File: src/line_display_defines.svh
/*
 * line display defines
 * buffer geometry, reduced raster timing and field widths
 */
`ifndef LINE_DISPLAY_DEFINES_SVH
`define LINE_DISPLAY_DEFINES_SVH

`define FB_W         32             // buffer width in pixels
`define FB_H         16             // buffer height in lines
`define FB_AW        9              // buffer address width
`define CORDW        6              // coordinate width, signed
`define CIDXW        2              // colour index width
`define CHANW        4              // bits per colour channel
`define CMD_W        32             // host command word
`define ERRW         (`CORDW + 2)   // bresenham error term
`define OP_FILL      1'b1           // opcode bit, 0 means line

`define H_ACTIVE     32             // visible columns
`define H_SYNC_START 34
`define H_SYNC_END   36             // first column after hsync
`define H_TOTAL      40
`define V_ACTIVE     16             // visible lines
`define V_SYNC_LINE  17
`define V_TOTAL      20

`endif
File: src/line_display_pkg.sv
/*
 * line display package
 * command union, job and pixel-write structs, video bus and palette
 */
`default_nettype none

`include "line_display_defines.svh"

package line_display_pkg;

    typedef struct packed {
        logic                                    op;    // 0 for line
        logic [`CMD_W-4*`CORDW-`CIDXW-2:0]       rsvd;
        logic signed [`CORDW-1:0]                x0;
        logic signed [`CORDW-1:0]                y0;
        logic signed [`CORDW-1:0]                x1;
        logic signed [`CORDW-1:0]                y1;
        logic [`CIDXW-1:0]                       cidx;
    } line_cmd_t;

    typedef struct packed {
        logic                                    op;    // 1 for fill
        logic [`CMD_W-`CIDXW-2:0]                rsvd;
        logic [`CIDXW-1:0]                       cidx;
    } fill_cmd_t;

    // same word, opcode bit picks the view
    typedef union packed {
        line_cmd_t line_v;
        fill_cmd_t fill_v;
    } draw_cmd_u;

    typedef struct packed {
        logic                     mode;     // OP_FILL or line
        logic signed [`CORDW-1:0] x0;
        logic signed [`CORDW-1:0] y0;
        logic signed [`CORDW-1:0] x1;
        logic signed [`CORDW-1:0] y1;
        logic [`CORDW-1:0]        dx;       // abs delta
        logic [`CORDW-1:0]        dy;
        logic                     x_neg;    // step left
        logic                     y_neg;    // step up
        logic [`CIDXW-1:0]        cidx;
    } draw_job_t;

    typedef struct packed {
        logic              we;
        logic [`FB_AW-1:0] addr;
        logic [`CIDXW-1:0] cidx;
    } pix_wr_t;

    typedef struct packed {
        logic              hsync;
        logic              vsync;
        logic              de;
        logic [`CHANW-1:0] red;
        logic [`CHANW-1:0] green;
        logic [`CHANW-1:0] blue;
    } video_t;

    // white, cyan, orange, black from index 3 down to 0
    localparam logic [2**`CIDXW-1:0][3*`CHANW-1:0] PALETTE = {
        12'hfff, 12'h0ff, 12'hf80, 12'h000
    };

endpackage

`default_nettype wire

File: src/line_display_top.sv
/*
 * line display top
 * raster timing, command decode, rasterizer and framebuffer scanout
 */
`default_nettype none
`timescale 1ns/10ps

`include "line_display_defines.svh"

module line_display_top
    import line_display_pkg::*;
(
    input  wire logic      clk_pix,
    input  wire logic      arst_n,
    input  wire logic      cmd_valid,   // host strobe
    input  wire draw_cmd_u cmd,
    output logic           cmd_reject,
    output logic           done,
    output video_t         video
);

    logic [`CORDW-1:0] sx;
    logic [`CORDW-1:0] sy;
    logic              hsync;
    logic              vsync;
    logic              de;
    logic              job_start;
    logic              busy;
    draw_job_t         job;
    pix_wr_t           wr;

    display_timing i_display_timing (
        .clk_pix (clk_pix),
        .arst_n  (arst_n),
        .sx      (sx),
        .sy      (sy),
        .hsync   (hsync),
        .vsync   (vsync),
        .de      (de),
        .frame   ()         // drawing is not frame locked
    );

    draw_cmd_decode i_draw_cmd_decode (
        .clk_pix    (clk_pix),
        .arst_n     (arst_n),
        .cmd_valid  (cmd_valid),
        .cmd        (cmd),
        .busy       (busy),
        .job_start  (job_start),
        .job        (job),
        .cmd_reject (cmd_reject)
    );

    line_rasterizer i_line_rasterizer (
        .clk_pix   (clk_pix),
        .arst_n    (arst_n),
        .job_start (job_start),
        .job       (job),
        .busy      (busy),
        .wr        (wr),
        .done      (done)
    );

    framebuffer_scanout i_framebuffer_scanout (
        .clk_pix (clk_pix),
        .arst_n  (arst_n),
        .wr      (wr),
        .sx      (sx),
        .sy      (sy),
        .hsync   (hsync),
        .vsync   (vsync),
        .de      (de),
        .video   (video)
    );

endmodule

`default_nettype wire

File: src/framebuffer_scanout.sv
/*
 * framebuffer scanout
 * colour index memory read in raster order, palette lookup, aligned video
 */
`default_nettype none
`timescale 1ns/10ps

`include "line_display_defines.svh"

module framebuffer_scanout
    import line_display_pkg::*;
(
    input  wire logic              clk_pix,
    input  wire logic              arst_n,
    input  wire pix_wr_t           wr,      // from rasterizer
    input  wire logic [`CORDW-1:0] sx,
    input  wire logic [`CORDW-1:0] sy,
    input  wire logic              hsync,
    input  wire logic              vsync,
    input  wire logic              de,
    output video_t                 video
);

    logic [`CIDXW-1:0]   mem [0:(1 << `FB_AW) - 1];   // one index per pixel
    logic [`FB_AW-1:0]   rd_addr;
    logic [`CIDXW-1:0]   rd_cidx;                     // valid one cycle after de
    logic                hsync_q;
    logic                vsync_q;
    logic                de_q;
    logic [3*`CHANW-1:0] colour;

    always_ff @(posedge clk_pix) begin
        if (wr.we)
            mem[wr.addr] <= wr.cidx;
    end

    assign rd_addr = `FB_AW'(sy * `FB_W + sx);    // only meaningful during de

    // separate read port, same-address write gives old data
    always_ff @(posedge clk_pix) begin
        if (de)
            rd_cidx <= mem[rd_addr];
    end

    // match the one cycle memory read
    always_ff @(posedge clk_pix or negedge arst_n) begin
        if (!arst_n) begin
            hsync_q <= 1'b0;
            vsync_q <= 1'b0;
            de_q    <= 1'b0;
        end else begin
            hsync_q <= hsync;
            vsync_q <= vsync;
            de_q    <= de;
        end
    end

    always_comb begin
        colour      = de_q ? PALETTE[rd_cidx] : '0;   // black in blanking
        video.hsync = hsync_q;
        video.vsync = vsync_q;
        video.de    = de_q;
        video.red   = colour[3*`CHANW-1 -: `CHANW];
        video.green = colour[2*`CHANW-1 -: `CHANW];
        video.blue  = colour[`CHANW-1 -: `CHANW];
    end

endmodule

`default_nettype wire

File: src/line_rasterizer.sv
/*
 * line rasterizer
 * bresenham line walk or full buffer fill, one pixel write per clock
 */
`default_nettype none
`timescale 1ns/10ps

`include "line_display_defines.svh"

module line_rasterizer
    import line_display_pkg::*;
(
    input  wire logic      clk_pix,
    input  wire logic      arst_n,
    input  wire logic      job_start,
    input  wire draw_job_t job,
    output logic           busy,
    output pix_wr_t        wr,
    output logic           done     // cycle after final write
);

    draw_job_t                job_q;    // held for the whole job
    logic                     drawing;
    logic                     last;
    logic                     is_fill;
    logic signed [`CORDW-1:0] x;
    logic signed [`CORDW-1:0] y;
    logic signed [`CORDW-1:0] x_n;
    logic signed [`CORDW-1:0] y_n;
    logic signed [`ERRW-1:0]  err;
    logic signed [`ERRW-1:0]  err_n;
    logic signed [`ERRW-1:0]  dx_e;
    logic signed [`ERRW-1:0]  dy_e;
    logic signed [`ERRW:0]    e2;       // twice the error
    logic                     step_x;
    logic                     step_y;

    assign is_fill = (job_q.mode == `OP_FILL);
    assign dx_e    = $signed(`ERRW'(job_q.dx));
    assign dy_e    = $signed(`ERRW'(job_q.dy));
    assign e2      = $signed({err, 1'b0});
    assign step_x  = (e2 >= -dy_e);
    assign step_y  = (e2 <= dx_e);

    assign last = is_fill ? ((x == `FB_W - 1) && (y == `FB_H - 1))
                          : ((x == job_q.x1) && (y == job_q.y1));   // both ends drawn

    always_comb begin
        x_n   = x;
        y_n   = y;
        err_n = err;
        if (is_fill) begin
            if (x == `FB_W - 1) begin
                x_n = '0;           // next row
                y_n = y + 1'b1;
            end else begin
                x_n = x + 1'b1;
            end
        end else begin
            if (step_x) begin
                err_n = err_n - dy_e;
                x_n   = job_q.x_neg ? x - 1'b1 : x + 1'b1;
            end
            if (step_y) begin
                err_n = err_n + dx_e;
                y_n   = job_q.y_neg ? y - 1'b1 : y + 1'b1;
            end
        end
    end

    always_ff @(posedge clk_pix or negedge arst_n) begin
        if (!arst_n) begin
            drawing <= 1'b0;
            done    <= 1'b0;
        end else begin
            done <= drawing && last;
            if (job_start)
                drawing <= 1'b1;
            else if (drawing && last)
                drawing <= 1'b0;
        end
    end

    // walk position and error, loaded at job start
    always_ff @(posedge clk_pix) begin
        if (job_start) begin
            job_q <= job;
            x     <= (job.mode == `OP_FILL) ? '0 : job.x0;
            y     <= (job.mode == `OP_FILL) ? '0 : job.y0;
            err   <= $signed(`ERRW'(job.dx)) - $signed(`ERRW'(job.dy));
        end else if (drawing && !last) begin
            x   <= x_n;
            y   <= y_n;
            err <= err_n;
        end
    end

    assign busy = drawing;

    always_comb begin
        wr.we   = drawing;
        wr.addr = `FB_AW'(y * `FB_W + x);   // row major
        wr.cidx = job_q.cidx;
    end

endmodule

`default_nettype wire

File: src/draw_cmd_decode.sv
/*
 * draw command decode
 * takes host strobes while idle, bounds-checks lines, builds the job
 */
`default_nettype none
`timescale 1ns/10ps

`include "line_display_defines.svh"

module draw_cmd_decode
    import line_display_pkg::*;
(
    input  wire logic      clk_pix,
    input  wire logic      arst_n,
    input  wire logic      cmd_valid,   // one-cycle strobe
    input  wire draw_cmd_u cmd,
    input  wire logic      busy,        // engine running
    output logic           job_start,
    output draw_job_t      job,
    output logic           cmd_reject   // line out of bounds
);

    logic                  accept;
    logic                  is_fill;
    logic                  in_bounds;
    logic signed [`CORDW:0] dx_raw;     // one extra bit for the sign
    logic signed [`CORDW:0] dy_raw;
    draw_job_t             job_d;

    function automatic logic in_buf(input logic signed [`CORDW-1:0] x,
                                    input logic signed [`CORDW-1:0] y);
        in_buf = (x >= 0) && (x < `FB_W) && (y >= 0) && (y < `FB_H);
    endfunction

    function automatic logic [`CORDW-1:0] abs_delta(input logic signed [`CORDW:0] d);
        abs_delta = d[`CORDW] ? `CORDW'(-d) : `CORDW'(d);
    endfunction

    assign accept    = cmd_valid && !busy && !job_start;   // drop while engine taken
    assign is_fill   = (cmd.fill_v.op == `OP_FILL);
    assign in_bounds = in_buf(cmd.line_v.x0, cmd.line_v.y0)
                    && in_buf(cmd.line_v.x1, cmd.line_v.y1);

    always_comb begin
        dx_raw      = (`CORDW+1)'(cmd.line_v.x1) - (`CORDW+1)'(cmd.line_v.x0);
        dy_raw      = (`CORDW+1)'(cmd.line_v.y1) - (`CORDW+1)'(cmd.line_v.y0);
        job_d.mode  = cmd.fill_v.op;
        job_d.x0    = cmd.line_v.x0;
        job_d.y0    = cmd.line_v.y0;
        job_d.x1    = cmd.line_v.x1;
        job_d.y1    = cmd.line_v.y1;
        job_d.dx    = abs_delta(dx_raw);
        job_d.dy    = abs_delta(dy_raw);
        job_d.x_neg = dx_raw[`CORDW];
        job_d.y_neg = dy_raw[`CORDW];
        job_d.cidx  = cmd.fill_v.cidx;  // same bits in both views
    end

    always_ff @(posedge clk_pix or negedge arst_n) begin
        if (!arst_n) begin
            job_start  <= 1'b0;
            cmd_reject <= 1'b0;
        end else begin
            job_start  <= accept && (is_fill || in_bounds);
            cmd_reject <= accept && !is_fill && !in_bounds;
        end
    end

    // job payload only moves on an accepted strobe
    always_ff @(posedge clk_pix) begin
        if (accept)
            job <= job_d;
    end

endmodule

`default_nettype wire

File: src/display_timing.sv
/*
 * display timing
 * raster counters with registered sync, data enable and frame strobe
 */
`default_nettype none
`timescale 1ns/10ps

`include "line_display_defines.svh"

module display_timing (
    input  wire logic          clk_pix,
    input  wire logic          arst_n,
    output logic [`CORDW-1:0]  sx,      // column, up to H_TOTAL-1
    output logic [`CORDW-1:0]  sy,      // line, up to V_TOTAL-1
    output logic               hsync,   // active high
    output logic               vsync,
    output logic               de,
    output logic               frame    // strobe at 0,0
);

    logic [`CORDW-1:0] h_next;
    logic [`CORDW-1:0] v_next;

    always_comb begin
        h_next = sx + 1'b1;
        v_next = sy;
        if (sx == `H_TOTAL - 1) begin
            h_next = '0;            // wrap column
            v_next = sy + 1'b1;
            if (sy == `V_TOTAL - 1)
                v_next = '0;        // wrap frame
        end
    end

    // outputs follow the next position so all stay aligned
    always_ff @(posedge clk_pix or negedge arst_n) begin
        if (!arst_n) begin
            sx    <= `CORDW'(`H_TOTAL - 1);   // next tick lands on 0,0
            sy    <= `CORDW'(`V_TOTAL - 1);
            hsync <= 1'b0;
            vsync <= 1'b0;
            de    <= 1'b0;
            frame <= 1'b0;
        end else begin
            sx    <= h_next;
            sy    <= v_next;
            hsync <= (h_next >= `H_SYNC_START) && (h_next < `H_SYNC_END);
            vsync <= (v_next == `V_SYNC_LINE);
            de    <= (h_next < `H_ACTIVE) && (v_next < `V_ACTIVE);
            frame <= (h_next == 0) && (v_next == 0);
        end
    end

endmodule

`default_nettype wire

File: config.mk
export PLATFORM = sky130hd
export DESIGN_NAME = line_display_top
export DESIGN_NICKNAME = d
export VERILOG_FILES = /design/src/line_display_pkg.sv /design/src/line_display_top.sv /design/src/framebuffer_scanout.sv /design/src/line_rasterizer.sv /design/src/draw_cmd_decode.sv /design/src/display_timing.sv
export VERILOG_INCLUDE_DIRS = /design/src /design/src/src
export SDC_FILE = /design/constraint.sdc
export NUM_CORES = 2
export LEC_CHECK = 0
export BUFFER_PORTS_ARGS = -buffer_cell sky130_fd_sc_hd__buf_2
export CORE_ASPECT_RATIO = 1.2
export CORE_MARGIN = 2
export CORE_UTILIZATION = 25
export CTS_CLUSTER_DIAMETER = 40
export DETAILED_ROUTE_END_ITERATION = 10
export PLACE_DENSITY_LB_ADDON = 0.3
export SETUP_SLACK_MARGIN = 0.1
export SLEW_MARGIN = 20
export SYNTH_ARGS = -nofsm -noshare
export SYNTH_HDL_FRONTEND = slang
export SYNTH_SLANG_ARGS = --single-unit
File: constraint.sdc
create_clock -name clk_pix -period 8.7 [get_ports clk_pix]
set_input_delay 1.74 -clock clk_pix [delete_from_list [all_inputs] [get_ports clk_pix]]
set_output_delay 1.74 -clock clk_pix [all_outputs]
set_load 0.005 [all_outputs]
==> metrics.txt <==
total power=~15 mW; Worst R2R Setup Slack=3.93 ns; Slew Limit Fails=0; mux cell area share after synthesis=0.122; CORE AREA=about 190,000 sq um; leading cell type in the layout, fill and taps excluded=edfxtp_1; GRT overflow=0; H-Tree Depth=4; initial core utilization=0.251; Vias per Instance=about 4.6; Critical Path Sink Type=flip-flop; clock sink count=1,138; vias in the first global route=28,320; Pwr Density=around 270 nW/um^2; CP Class=reg -> reg; buffer count from post-CTS setup fixing=0; clk_lat worst skew=0.77 ns; largest family of logic cells by synthesized area=multiplexers; Gates resized, CTS repair=0; CTS Hold Buffers Added=0; DR pass1 iterations=5; Required @ worst endpoint=9.28 ns; detailed placement HPWL=69.8 mm; EDFF count, synth=1,116; max_slew headroom=0.172; syn nets=approximately 3,200; Reg clk slew, reported paths=0.06 ns; top_reg_cell synth=edfxtp_1; synthesized area=48,600 sq um; Final min period=4.77 ns; DIE AREA=slightly below 200,000 sq um; Peak Freq=210 MHz; Max Cap Viol=0; Routed Antenna Nets=0; #FFs+latches synth=between 1,000 and 1,500; post-synthesis xor/xnor area fraction=0.0110; Initial DRC Count=2,247; drt wl/cell=roughly 22 um; VDD IR max=about 190 uV; Worst EP arrival=5.35 ns; initial antenna violation count=2; Final Setup Violations=0; clock skew=0.0283 ns; RSZ-0062 raised after global routing=no; area grow syn2layout=17.9%; post-synthesis sequential area ratio=0.701; # rows=177; Final #Nets=3,226; TritonCTS clock tree=done; clock root cell=clkbuf_16; Clock Path Buffers=3; drt drc=0; # fillers=19,341; startpoint types=flip-flop; Synthesis Warnings=0; syn avg cell area=15.8 sq um; Leak=19.1 nW; fraction of registers with async set/reset=0.0193; Mapped Cells=3,078; Total Routed Length=127 mm; Simple-Gate Fraction of Synth Area=0.0691; Die H=487 um; share of layout cells above drive strength 1=0.178; share of the clock period used by the worst path=0.548; first-pass GRT wire length=186 mm; compound-cell area share of the yosys netlist=0.0505; commonest cells after routing, fill and taps aside=edfxtp_1 (1,116), nor2_1 (565), mux2i_1 (196); GRT Resource Usage Total=0.127; DR vias=27,139; input/output buffers=46; Final TNS setup=0 ns; unique cell type count in the Yosys netlist=71; Post-Synth Adder-Cell Area=0.0184; Max FO, Critical Path=58; CTS buffer count=163; worst hold path type=reg -> reg; gp weighted congestion=0.768; number of I/O pins=52; Worst Tran Pin Value=1.24 ns; status=completed; Final Hold Vio Count=0; DIE WIDTH=406 um; largest net degree at the start of global routing=228
[critical path, cell delays in order (launching register included)]
cell       delay (ns)
dfstp_4          1.19
buf_4            0.62
buf_4            0.65
mux4_2           0.33
a22oi_1          0.14
nand4_1          0.22
nand4_1          0.11
a2111oi_1        0.65
nand3_1          0.28
a31oi_1          0.31
[Yosys cell counts, types with 9 or more instances]
| master | instances | share of area |
|---|---|---|
| o22ai_1 | 47 | 0.0061 |
| mux4_2 | 170 | 0.079 |
| and2_1 | 11 | 0.0014 |
| nor3_1 | 29 | 0.0030 |
| dfrtp_1 | 15 | 0.0077 |
| nand2_1 | 89 | 0.0069 |
| a21o_1 | 13 | 0.0020 |
| nand3_1 | 22 | 0.0023 |
| o21ai_1 | 9 | 0.00093 |
| a22oi_1 | 14 | 0.0022 |
| nor2_1 | 567 | 0.044 |
| o21ai_0 | 44 | 0.0045 |
| buf_4 | 34 | 0.0053 |
| a21oi_1 | 70 | 0.0072 |
| mux2_2 | 11 | 0.0026 |
| nor2b_1 | 23 | 0.0030 |
| edfxtp_1 | 1116 | 0.69 |
| a31oi_1 | 9 | 0.0012 |
| buf_6 | 16 | 0.0037 |
| xor2_1 | 19 | 0.0034 |
| mux2i_1 | 196 | 0.040 |
| clkbuf_1 | 138 | 0.011 |
| inv_1 | 57 | 0.0044 |
| o221ai_1 | 87 | 0.016 |
| ha_1 | 62 | 0.016 |
| buf_2 | 12 | 0.0012 |
| xnor2_1 | 42 | 0.0076 |
| nand4_1 | 17 | 0.0022 |
[per-stage QoR]
stage	hold WS, ns	utilization	instance area, sq um	setup slack, ns	instances
detailed placement	0.362	0.266	51500	3.84	5553
global route	0.390	0.296	57200	3.55	5861
finish	0.376	0.296	57200	3.93	5861
global placement	0.360	0.266	51500	3.86	5553
CTS	0.378	0.296	57200	3.82	5860
floorplan	0.331	-	48600	1.11	3078
[logic make-up (layout without fill, tap and decap cells)]
group | Yosys count | count (layout)
flip-flops | 1138 | 1138
AND/OR/NAND/NOR | 803 | 803
multiplexers | 379 | 379
AO/OA/AOI/OAI | 357 | 357
buffers and inverters | 272 | 459
adder cells (fa/ha/maj) | 68 | 68
XOR/XNOR | 61 | 61
other | 0 | 1
[flip-flops by register name, indices dropped and copies added, names as in the netlist, 2 cells and up]
signal / count
i_framebuffer_scanout.mem: 1024
i_draw_cmd_decode.job: 41
i_line_rasterizer.job_q: 14
i_line_rasterizer.err: 8
i_display_timing.sx: 6
i_display_timing.sy: 6
i_line_rasterizer.dx_e: 6
i_line_rasterizer.dy_e: 6
i_line_rasterizer.x: 6
i_line_rasterizer.y: 6
i_framebuffer_scanout.rd_cidx: 2
i_line_rasterizer.wr: 2
[path summary, 6_finish.rpt]
| kind | cells past startpoint | end | startpoint |
|---|---|---|---|
| setup / recovery | 9 | i_framebuffer_scanout.rd_cidx[0]$_DFFE_PP_ | i_display_timing.sx[1]$_DFF_PN1_ |
| hold / removal | 0 | i_framebuffer_scanout.vsync_q$_DFF_PN0_ | i_display_timing.vsync$_DFF_PN0_ |
| setup reg to reg | 9 | i_framebuffer_scanout.rd_cidx[0]$_DFFE_PP_ | i_display_timing.sx[1]$_DFF_PN1_ |
| hold reg to reg | 0 | i_framebuffer_scanout.vsync_q$_DFF_PN0_ | i_display_timing.vsync$_DFF_PN0_ |
| max in group asynchronous | 1 | i_display_timing.sx[3]$_DFF_PN0_ | arst_n |
| min in group asynchronous | 1 | i_draw_cmd_decode.cmd_reject$_DFF_PN0_ | arst_n |
[per-layer routing]
| layer | vias to the layer above | GRT usage | wire (um) | part of all wire |
|---|---|---|---|---|
| li1 | 12088 | - | - | - |
| met1 | 14141 | 0.161 | 53400 | 0.42 |
| met2 | 699 | 0.219 | 63900 | 0.50 |
| met3 | 211 | 0.0232 | 6430 | 0.051 |
| met4 | 0 | 0.0408 | 3230 | 0.025 |
| met5 | - | 0 | 0 | 0 |
[cell type report]
class                           count  area (sq um)  share of cell area
Sequential cell                  1138         34100               0.595
Multi-Input combinational cell   1668         13300               0.233
Clock buffer                      189          4240              0.0740
Tap cell                         2595          3250              0.0567
Clock inverter                    118          1490              0.0260
Timing Repair Buffer               91           643              0.0112
Inverter                           61           229             0.00400
Antenna cell                        1          2.50           0.0000437
[report_power, final]
group	switching, mW	internal, mW
Combinational	1.58	0.507
Clock	2.58	4.25
Sequential	0.145	6.20
Total	4.30	11.0
Power figures use the tool's default switching activity.
